### src/ForwardPkg.sv
// Shared widths and types for the RV32 operand stage; integer registers only, depth is fixed
`default_nettype none

package ForwardPkg;

    // Data path widths
    typedef logic [31:0] WordT;
    typedef logic [4:0] RegAddrT;

    // Forwarding pipeline depth, one result per stage
    localparam int unsigned BypassDepth = 3;

    typedef logic [$clog2(BypassDepth)-1:0] BypassIndexT;

    // Stall length in cycles, zero behaves like one
    typedef logic [3:0] StallLenT;

    // Controller states
    typedef enum logic [1:0] {
        Run,
        Stall,
        Flush
    } CtrlStateT;

endpackage

`default_nettype wire
### src/BypassIf.sv
// Bypass network to register file signals; reads are combinational and writes have no handshake
`timescale 1ns/1ns
`default_nettype none

interface BypassIf;

    // New result from the execute side
    logic writeEnable;
    ForwardPkg::RegAddrT writeAddr;
    ForwardPkg::WordT writeValue;

    // Operand read ports
    ForwardPkg::RegAddrT readAddr1;
    ForwardPkg::RegAddrT readAddr2;
    ForwardPkg::WordT rfValue1;
    ForwardPkg::WordT rfValue2;
    ForwardPkg::WordT readValue1;
    ForwardPkg::WordT readValue2;
    logic hit1;
    logic hit2;

    // Oldest stage leaving the pipeline
    logic retireEnable;
    ForwardPkg::RegAddrT retireAddr;
    ForwardPkg::WordT retireValue;

    modport network (
        input writeEnable, writeAddr, writeValue,
        input readAddr1, readAddr2, rfValue1, rfValue2,
        output readValue1, readValue2, hit1, hit2,
        output retireEnable, retireAddr, retireValue
    );

    modport regFile (
        input readAddr1, readAddr2,
        input retireEnable, retireAddr, retireValue,
        output rfValue1, rfValue2
    );

    modport stage (
        output writeEnable, writeAddr, writeValue,
        output readAddr1, readAddr2,
        input readValue1, readValue2, hit1, hit2
    );

endinterface

`default_nettype wire

### src/OperandStage.sv
// Operand read stage top; the caller must hold requests and writes while busy is high
`timescale 1ns/1ns
`default_nettype none

module OperandStage (
    input wire logic clk,
    input wire logic rstN,
    input wire logic writeEnable,
    input wire ForwardPkg::RegAddrT writeAddr,
    input wire ForwardPkg::WordT writeValue,
    input wire ForwardPkg::RegAddrT readAddr1,
    input wire ForwardPkg::RegAddrT readAddr2,
    input wire logic flushReq,
    input wire logic stallReq,
    input wire ForwardPkg::StallLenT stallLen,
    output ForwardPkg::WordT readValue1,
    output ForwardPkg::WordT readValue2,
    output logic hit1,
    output logic hit2,
    output logic busy
);

    BypassIf bus ();

    // Controller to bypass network and timer
    logic flush;
    logic bypassStall;
    logic stallLoad;
    logic stallLast;
    ForwardPkg::StallLenT timerLen;

    // Stage side of the bus
    assign bus.writeEnable = writeEnable;
    assign bus.writeAddr = writeAddr;
    assign bus.writeValue = writeValue;
    assign bus.readAddr1 = readAddr1;
    assign bus.readAddr2 = readAddr2;
    assign readValue1 = bus.readValue1;
    assign readValue2 = bus.readValue2;
    assign hit1 = bus.hit1;
    assign hit2 = bus.hit2;

    PipeControl control (
        .clk(clk),
        .rstN(rstN),
        .flushReq(flushReq),
        .stallReq(stallReq),
        .stallLen(stallLen),
        .stallLast(stallLast),
        .flush(flush),
        .bypassStall(bypassStall),
        .stallLoad(stallLoad),
        .stallLenOut(timerLen),
        .busy(busy)
    );

    StallTimer timer (
        .clk(clk),
        .rstN(rstN),
        .stallLoad(stallLoad),
        .stallLen(timerLen),
        .stallLast(stallLast)
    );

    BypassNetwork network (
        .clk(clk),
        .rstN(rstN),
        .flush(flush),
        .bypassStall(bypassStall),
        .bus(bus.network)
    );

    RegisterFile regFile (
        .clk(clk),
        .rstN(rstN),
        .bus(bus.regFile)
    );

endmodule

`default_nettype wire

### src/RegisterFile.sv
// Integer register file with two combinational reads and one write port; x0 is hardwired to zero
`timescale 1ns/1ns
`default_nettype none

module RegisterFile (
    input wire logic clk,
    input wire logic rstN,
    BypassIf.regFile bus
);

    // x0 has no storage
    ForwardPkg::WordT regs [1:2**$bits(ForwardPkg::RegAddrT)-1];

    // Written by the retiring bypass stage
    always_ff @(posedge clk) begin
        if (!rstN) begin
            for (int i = 1; i <= $high(regs); i++) begin
                regs[i] <= '0;
            end
        end else if (bus.retireEnable && (bus.retireAddr != '0)) begin
            regs[bus.retireAddr] <= bus.retireValue;
        end
    end

    // Read ports
    assign bus.rfValue1 = (bus.readAddr1 == '0) ? '0 : regs[bus.readAddr1];
    assign bus.rfValue2 = (bus.readAddr2 == '0) ? '0 : regs[bus.readAddr2];

endmodule

`default_nettype wire

### src/BypassNetwork.sv
// Forwarding pipeline of BypassDepth stages; a stall holds every stage and drops the incoming write
`timescale 1ns/1ns
`default_nettype none

module BypassNetwork (
    input wire logic clk,
    input wire logic rstN,
    input wire logic flush,
    input wire logic bypassStall,
    BypassIf.network bus
);

    // Stage storage, index 0 is the newest
    logic [ForwardPkg::BypassDepth-1:0] entryValid;
    ForwardPkg::RegAddrT entryAddr [ForwardPkg::BypassDepth];
    ForwardPkg::WordT entryValue [ForwardPkg::BypassDepth];

    // Per-port address match
    logic [ForwardPkg::BypassDepth-1:0] match1;
    logic [ForwardPkg::BypassDepth-1:0] match2;
    ForwardPkg::BypassIndexT index1;
    ForwardPkg::BypassIndexT index2;

    // Lowest matching stage holds the newest result
    function automatic ForwardPkg::BypassIndexT firstMatch(
        input logic [ForwardPkg::BypassDepth-1:0] hits
    );
        ForwardPkg::BypassIndexT index;
        index = '0;
        for (int i = ForwardPkg::BypassDepth - 1; i >= 0; i--) begin
            if (hits[i]) begin
                index = ForwardPkg::BypassIndexT'(i);
            end
        end
        return index;
    endfunction

    function automatic ForwardPkg::WordT selectOperand(
        input ForwardPkg::RegAddrT addr,
        input logic [ForwardPkg::BypassDepth-1:0] hits,
        input ForwardPkg::WordT stageValue,
        input ForwardPkg::WordT rfValue
    );
        ForwardPkg::WordT result;
        if (addr == '0) begin
            result = '0;
        end else if (|hits) begin
            result = stageValue;
        end else begin
            result = rfValue;
        end
        return result;
    endfunction

    always_comb begin
        for (int i = 0; i < ForwardPkg::BypassDepth; i++) begin
            match1[i] = entryValid[i] && (entryAddr[i] == bus.readAddr1);
            match2[i] = entryValid[i] && (entryAddr[i] == bus.readAddr2);
        end
    end

    assign index1 = firstMatch(match1);
    assign index2 = firstMatch(match2);

    // x0 may still report a hit, the value is forced to zero
    assign bus.hit1 = |match1;
    assign bus.hit2 = |match2;
    assign bus.readValue1 = selectOperand(bus.readAddr1, match1, entryValue[index1], bus.rfValue1);
    assign bus.readValue2 = selectOperand(bus.readAddr2, match2, entryValue[index2], bus.rfValue2);

    // Last stage retires only on an edge where it actually shifts out
    assign bus.retireEnable = entryValid[ForwardPkg::BypassDepth-1] && !bypassStall && !flush;
    assign bus.retireAddr = entryAddr[ForwardPkg::BypassDepth-1];
    assign bus.retireValue = entryValue[ForwardPkg::BypassDepth-1];

    always_ff @(posedge clk) begin
        if (!rstN || flush) begin
            entryValid <= '0;
        end else if (!bypassStall) begin
            entryValid <= {entryValid[ForwardPkg::BypassDepth-2:0], bus.writeEnable};
        end
    end

    // Payload follows the valid bits
    always_ff @(posedge clk) begin
        if (!bypassStall) begin
            entryAddr[0] <= bus.writeAddr;
            entryValue[0] <= bus.writeValue;
            for (int i = 1; i < ForwardPkg::BypassDepth; i++) begin
                entryAddr[i] <= entryAddr[i-1];
                entryValue[i] <= entryValue[i-1];
            end
        end
    end

endmodule

`default_nettype wire

### src/PipeControl.sv
// Pipeline controller; requests are only taken in Run and flush wins over stall in the same cycle
`timescale 1ns/1ns
`default_nettype none

module PipeControl (
    input wire logic clk,
    input wire logic rstN,
    input wire logic flushReq,
    input wire logic stallReq,
    input wire ForwardPkg::StallLenT stallLen,
    input wire logic stallLast,
    output logic flush,
    output logic bypassStall,
    output logic stallLoad,
    output ForwardPkg::StallLenT stallLenOut,
    output logic busy
);

    ForwardPkg::CtrlStateT state;
    ForwardPkg::CtrlStateT nextState;

    always_comb begin
        nextState = state;
        case (state)
            ForwardPkg::Run: begin
                if (flushReq) begin
                    nextState = ForwardPkg::Flush;
                end else if (stallReq) begin
                    nextState = ForwardPkg::Stall;
                end
            end
            ForwardPkg::Stall: begin
                // Timer flags the final stall cycle
                if (stallLast) begin
                    nextState = ForwardPkg::Run;
                end
            end
            ForwardPkg::Flush: begin
                nextState = ForwardPkg::Run;
            end
            default: begin
                nextState = ForwardPkg::Run;
            end
        endcase
    end

    always_ff @(posedge clk) begin
        if (!rstN) begin
            state <= ForwardPkg::Run;
        end else begin
            state <= nextState;
        end
    end

    // Controls come straight from the state register
    assign flush = (state == ForwardPkg::Flush);
    assign bypassStall = (state == ForwardPkg::Stall);
    assign busy = (state != ForwardPkg::Run);

    // Timer is loaded on the Run to Stall transition
    assign stallLoad = (state == ForwardPkg::Run) && stallReq && !flushReq;
    assign stallLenOut = stallLen;

endmodule

`default_nettype wire

### src/StallTimer.sv
// Stall timer; a load of zero counts as one cycle, a new load restarts the count
`timescale 1ns/1ns
`default_nettype none

module StallTimer (
    input wire logic clk,
    input wire logic rstN,
    input wire logic stallLoad,
    input wire ForwardPkg::StallLenT stallLen,
    output logic stallLast
);

    // Remaining stall cycles including the current one
    ForwardPkg::StallLenT count;

    always_ff @(posedge clk) begin
        if (!rstN) begin
            count <= '0;
        end else if (stallLoad) begin
            count <= (stallLen == '0) ? ForwardPkg::StallLenT'(1) : stallLen;
        end else if (count != '0) begin
            count <= count - 1'b1;
        end
    end

    assign stallLast = (count == ForwardPkg::StallLenT'(1));

endmodule

`default_nettype wire

### config.mk
export PLATFORM = sky130hd
export DESIGN_NAME = OperandStage
export DESIGN_NICKNAME = d
export VERILOG_FILES = /design/src/ForwardPkg.sv /design/src/BypassIf.sv /design/src/OperandStage.sv /design/src/RegisterFile.sv /design/src/BypassNetwork.sv /design/src/PipeControl.sv /design/src/StallTimer.sv
export SDC_FILE = /design/constraint.sdc
export NUM_CORES = 2
export LEC_CHECK = 0
export BUFFER_PORTS_ARGS = -buffer_cell sky130_fd_sc_hd__buf_2
export CAP_MARGIN = 30
export CORE_MARGIN = 2
export CORE_UTILIZATION = 25
export DETAILED_ROUTE_END_ITERATION = 10
export GPL_TIMING_DRIVEN = 0
export HOLD_SLACK_MARGIN = 0.05
export REMOVE_ABC_BUFFERS = 1
export SLEW_MARGIN = 20
export SYNTH_ARGS = -nofsm -noshare
export SYNTH_HDL_FRONTEND = slang
export SYNTH_HIERARCHICAL = 1
export SYNTH_SLANG_ARGS = --single-unit
### constraint.sdc
create_clock -name clk -period 8.5 [get_ports clk]
set_input_delay 1.7 -clock clk [delete_from_list [all_inputs] [get_ports clk]]
set_output_delay 1.7 -clock clk [all_outputs]
set_load 0.03 [all_outputs]
[Yosys cells after proc, flatten, opt, wreduce, memory -nomap -nowiden]
Memory sizes are Yosys's and may differ from the RTL's.
Index checks and enable logic that the tools add are counted.
Cells by class
  magnitude comparators: 4
  reductions and logical operators: 28
  multipliers: 0
  bitwise gates (word level): 3
  eq/ne operators: 11
  add/subtract/negate cells: 1
  multiplexer cells: 27
  div/mod/pow operators: 0
  shift operators: 0
Operator list (count)
  bitwise mux 992 bit: 1
  binary-select mux 32 bit (select 5 bit): 2
  two-way mux 32 bit: 9
  demux 32 bit (select 5 bit): 1
  == test 5 bit: 6
  greater-or-equal comparator 6 bit, second input constant: 3
  two-way mux 2 bit: 9
  NOT 5 -> 6 bit: 3
  logical AND 1 bit: 12
  two-way mux 4 bit: 3
  zero test 5 bit: 2
  < comparator 6 x 1 -> 1 bit, second input constant: 1
  OR reduction 3 bit: 2
  nonzero test 5 bit: 1
  == test 4 x 1 -> 1 bit, second input constant: 1
  zero test 1 bit: 4
  zero test 4 bit: 1
  case mux 2 bit (2 select lines): 1
  nonzero test 2 bit: 2
  nonzero test 4 bit: 1
  subtractor 4 x 1 -> 4 bit, second input constant: 1
  != test 3 bit, second input constant: 1
  == test 2 x 1 -> 1 bit, second input constant: 1
  == test 2 bit, second input constant: 1
  other kinds (5): 5
Word-level totals
  memory bits (writable): 111
  register bits: 1001
  bits in latches: 0
  logic and storage cells: 110
  ROM bits: 0
  memories kept: 2
  input port bits: 56
  output and inout port bits: 67
Memories
  network.entryValue: words 3, width 32, rd ports 5, clocked after memory_dff 0, write ports 3, line BypassNetwork.sv:16  | ForwardPkg::WordT entryValue [ForwardPkg::BypassDepth];
  network.entryAddr: words 3, width 5, rd ports 3, clocked after memory_dff 0, write ports 3, line BypassNetwork.sv:15  | ForwardPkg::RegAddrT entryAddr [ForwardPkg::BypassDepth];

[Logic depth before layout (Yosys ltp)]
An unclocked memory read counts as a cell.
  depth in word-level cells: 8
  gate-level depth with buffers: 10

[Modules after synthesis]
The synthesis kept the hierarchy.
Modules (own cells, without submodules)
  RegisterFile: area each 53192.3 um^2, times used 1, cells an instance 5963, seq. area each 19859.0 um^2
  BypassNetwork: area each 6092.1 um^2, times used 1, cells an instance 491, seq. area each 3393.3 um^2
  StallTimer: area each 262.8 um^2, times used 1, cells an instance 27, seq. area each 80.1 um^2
  PipeControl: area each 132.6 um^2, times used 1, cells an instance 16, seq. area each 40.0 um^2

[Least setup slack after synthesis]
No wires, ideal clock.
  kind: input port to output port
  start: input readAddr1[2]
  end: output readValue1[13]
  slack: 3.267 ns
  required time: 6.800 ns
  arrival: 3.533 ns
  buffers on the path: 4
  stages: 9
  cells stage by stage: buf_4 > buf_4 > buf_2 > nand3b_1 > clkbuf_1 > o22ai_1 > nor3_1 > mux2i_1 > o211ai_1
RTL lines
  from (decl): line OperandStage.sv:11  | input wire ForwardPkg::RegAddrT readAddr1,
  NOT 5 -> 6 bit (not written as such): line RegisterFile.sv:26  | assign bus.rfValue1 = (bus.readAddr1 == '0) ? '0 : regs[bus.readAddr1];
  binary-select mux 32 bit (select 5 bit): line RegisterFile.sv:26
  two-way mux 32 bit (not written as such) (2 in a row): line RegisterFile.sv:26
  via bus.rfValue1[13]: line BypassIf.sv:15  | ForwardPkg::WordT rfValue1;
  two-way mux 32 bit: line BypassNetwork.sv:47  | end else if (|hits) begin
  two-way mux 32 bit: line BypassNetwork.sv:45  | if (addr == '0) begin
  to (decl): line OperandStage.sv:16  | output ForwardPkg::WordT readValue1,
The timed path passes the listed nets, and every way through them passes these cells. The select of a mux whose other input is x is not followed.

[Worst setup path after layout]
  start: input readAddr2[1]
  end: output readValue2[5]
RTL lines
  from (decl): line OperandStage.sv:12  | input wire ForwardPkg::RegAddrT readAddr2,
  NOT 5 -> 6 bit (not written as such): line RegisterFile.sv:27  | assign bus.rfValue2 = (bus.readAddr2 == '0) ? '0 : regs[bus.readAddr2];
  binary-select mux 32 bit (select 5 bit): line RegisterFile.sv:27
  two-way mux 32 bit (not written as such) (2 in a row): line RegisterFile.sv:27
  via bus.rfValue2[5]: line BypassIf.sv:16  | ForwardPkg::WordT rfValue2;
  two-way mux 32 bit: line BypassNetwork.sv:47
  two-way mux 32 bit: line BypassNetwork.sv:45
  to (decl): line OperandStage.sv:17  | output ForwardPkg::WordT readValue2,
The timed path passes the listed nets, and every way through them passes these cells. The select of a mux whose other input is x is not followed.

==> reports/results.tsv <==
metric	value	unit
post-place-ws	858.1	ps
holdWs	465.8	ps
viasPerCell	5.540	
cp_slowest_cell	nor2b_4	
arrival	5810	ps
irDropWorstVdd	0.0001676	V
fin_worst_skew	53.92	ps
cts_root_buf	clkbuf_16	
netlist_area	59680	um2
path_max_fanout	70	
grt_pass1_vias	50300	
min_from	regFile/regs[442]$_SDFFE_PN0P_	
ctsHoldBuffers	0	
drv_cap	0	
pin_count	123	
met3WireLength	29720	um
final_cell_mix	nand2_1, dfxtp_1, a21boi_0	
hpwl	156200	um
std_cell_rows	179	
cts_buffers	114	
slew_headroom	34.98	%
critPathLaunchType	input port	
wirelength	247600	um
cp_common_cell	buf_16	
antenna_found_initial	6	
yosysSeqAreaShare	39.16	%
cpPeakStageDelay	600	ps
wl_met1	98720	um
drc_errors	2	
p_int	0.008914	W
timing.final.ws_setup	992.9	ps
die_h	492.6	um
highest_layer	met5	
combPwrFrac	10.4	%
period_needed	7507	ps
port_buffers	122	
rr_startpoint	control/state[0]$_SDFFE_PN0P_	
numClockSinks	1112	
yosys_most_used_dff	dfxtp_1	
hold_viol	0	
grt_pass1_wl	353500	um
async_reset_ff_share	0	%
die_x	492.6	um
clkPwrFrac	43.8	%
start_util	25.11	%
rsz0062_at_grt	no	
overflow	0	
violations	design-rule violations	
crit_type	in -> out	
period_share	88.32	%
routedWlPerCell	26.03	um
drive_gt1_share	16.59	%
met2_length	107100	um
avgSynthCellArea	9.186	um2
fillers	24250	
grt_max_degree	152	
cts.clk_slew.worst_paths	60	ps
switching_share	26.95	%
yosysUniqueCellTypes	55	
syn_to_final_growth	16.74	%
synth_warnings	6	
clock_latency	760	ps
sequentialPowerShare	45.8	%
worst-path-buf-inv	7	
cts_max_level	3	
ant_nets	0	
synth_cells	6497	
clockBufferDepth	3	
crit_path_start	readAddr2[1]	
end_kind	output pin	
status	finished, violations left	
hp-class	reg -> reg	
crit_chain	buf_8 > buf_16 > buf_16 > buf_16 > buf_16 > nor2b_4 > buf_16 > a22oi_1 > o21ai_0 > a211o_1 > mux2i_1 > o211ai_1 > buf_2	
drv_slew	0	
cts_setup_buffers	0	
grt_usage	19.53	%
fmax	133.2	MHz
drt_iter0_drc	7580	
cellPowerDensity	175.1	nW/um2
ys_seq_elements	1112	
critPathTopFamily	buffers and inverters	
cts_resized	0	
synth_edf_count	111	
tritoncts	built	
die_area	242600	um2
critPathRequiredTime	6800	ps
place_congestion	0.8174	
setup_viol_count_final	0	
core_area	237600	um2
tightest_slew	974.3	ps
leakagePower	23.50	nW
dr.pass1.iters	9	
switchingPower	0.003289	W
nets	6301	
num_vias	52700	
final_common_cell	nand2_1	
-- synthesized netlist by cell type, drive strengths merged (2+ instances only) --
library cell  number  area share [%]
o211ai            80             1.0
nand3b             4           0.050
nand3             78            0.70
a221oi            32            0.47
clkbuf           407             2.6
xnor2              9            0.13
nor4               6            0.13
a22oi             64            0.81
or3b               3           0.044
inv               21            0.13
nor3b              6           0.094
mux2i            305             5.1
a21oi             60            0.50
xor2              24            0.35
and3b              2           0.029
nand2           2122              13
mux4             366              14
mux2             101             1.9
buf              255             2.6
ha                 3           0.063
nand2b             9           0.094
edfxtp           111             5.6
o21ai             56            0.47
a211o             32            0.47
dfxtp           1001              34
o31ai              2           0.025
nand4             65            0.68
and2              11            0.12
nor2b             50            0.52
and3              31            0.32
a21boi           992              12
o22ai             63            0.66
or2                5           0.052
a31oi             18            0.19
nor3              34            0.29
nor2              43            0.28
a211oi            20            0.25
-- final cells by class --
type,instances,area [um2],area share [%]
Clock buffer,172,3491,5.011
Timing Repair Buffer,291,4512,6.476
Multi-Input combinational cell,4702,33790,48.50
Antenna cell,5,12.51,0.01796
Clock inverter,43,445.4,0.6394
Inverter,21,86.33,0.1239
Sequential cell,1112,23370,33.55
Tap cell,3167,3963,5.688
-- power groups by stage --
stage	clock network, W	logic (W)	registers (W)
floorplan	0	0.000469	0.00570
global placement	0	0.00113	0.00582
detailed placement	0	0.00125	0.00569
CTS	0.00540	0.00126	0.00558
global route	0.00561	0.00133	0.00560
finish	0.00535	0.00127	0.00559
-- tightest hold or removal path: stages (launching register included) --
cell and delay, ps:
dfxtp_1 310, nand2_1 60, a21boi_1 50
-- per-stage QoR --
stage / TNS [ps] / instance area (um2) / total power (W) / instances / utilization, %
2_1_floorplan: 0 / 56620 / 0.006168 / 5835 / -
3_3_place_gp: -4995270 / 61190 / 0.006949 / 9124 / 25.75
3_5_place_dp: 0 / 65700 / 0.006943 / 9291 / 27.65
4_1_cts: 0 / 69630 / 0.01223 / 9506 / 29.30
5_1_grt: 0 / 69660 / 0.01253 / 9509 / 29.31
6_report: 0 / 69670 / 0.01220 / 9513 / 29.32
-- sequential cells by signal, indices dropped and copies added, names as in the netlist --
register and flops:
network/entryValid 3, network/entryAddr 15, control/state 2, regFile/regs 992, timer/count 4, network/entryValue 96
-- cells by family after synthesis --
kind of cell / Yosys count / share of synthesized area, %
flops: 1112 / 39.16
xor+xnor: 33 / 0.4843
simple gates: 2471 / 16.78
buf+inv: 683 / 5.262
compound gates: 1423 / 17.40
mux: 772 / 20.85
fa+ha+maj: 3 / 0.06290
-- per-layer routing --
metal | GRT usage (%) | vias up
met4 | 8.720 | 6
li1 | - | 22260
met1 | 26.53 | 26130
met2 | 29.30 | 3547
met3 | 4.628 | 760
met5 | 0 | -
-- path summary, 6_finish.rpt --
path / slack, ps / depth (start not counted) / to
min: 470 / 2 / regFile/regs[442]$_SDFFE_PN0P_
max: 990 / 13 / readValue2[5]
max reg2reg: 5260 / 8 / regFile/regs[982]$_SDFFE_PN0P_
min reg2reg: 470 / 2 / regFile/regs[442]$_SDFFE_PN0P_
Note: power is estimated with default switching activity, not from simulation.
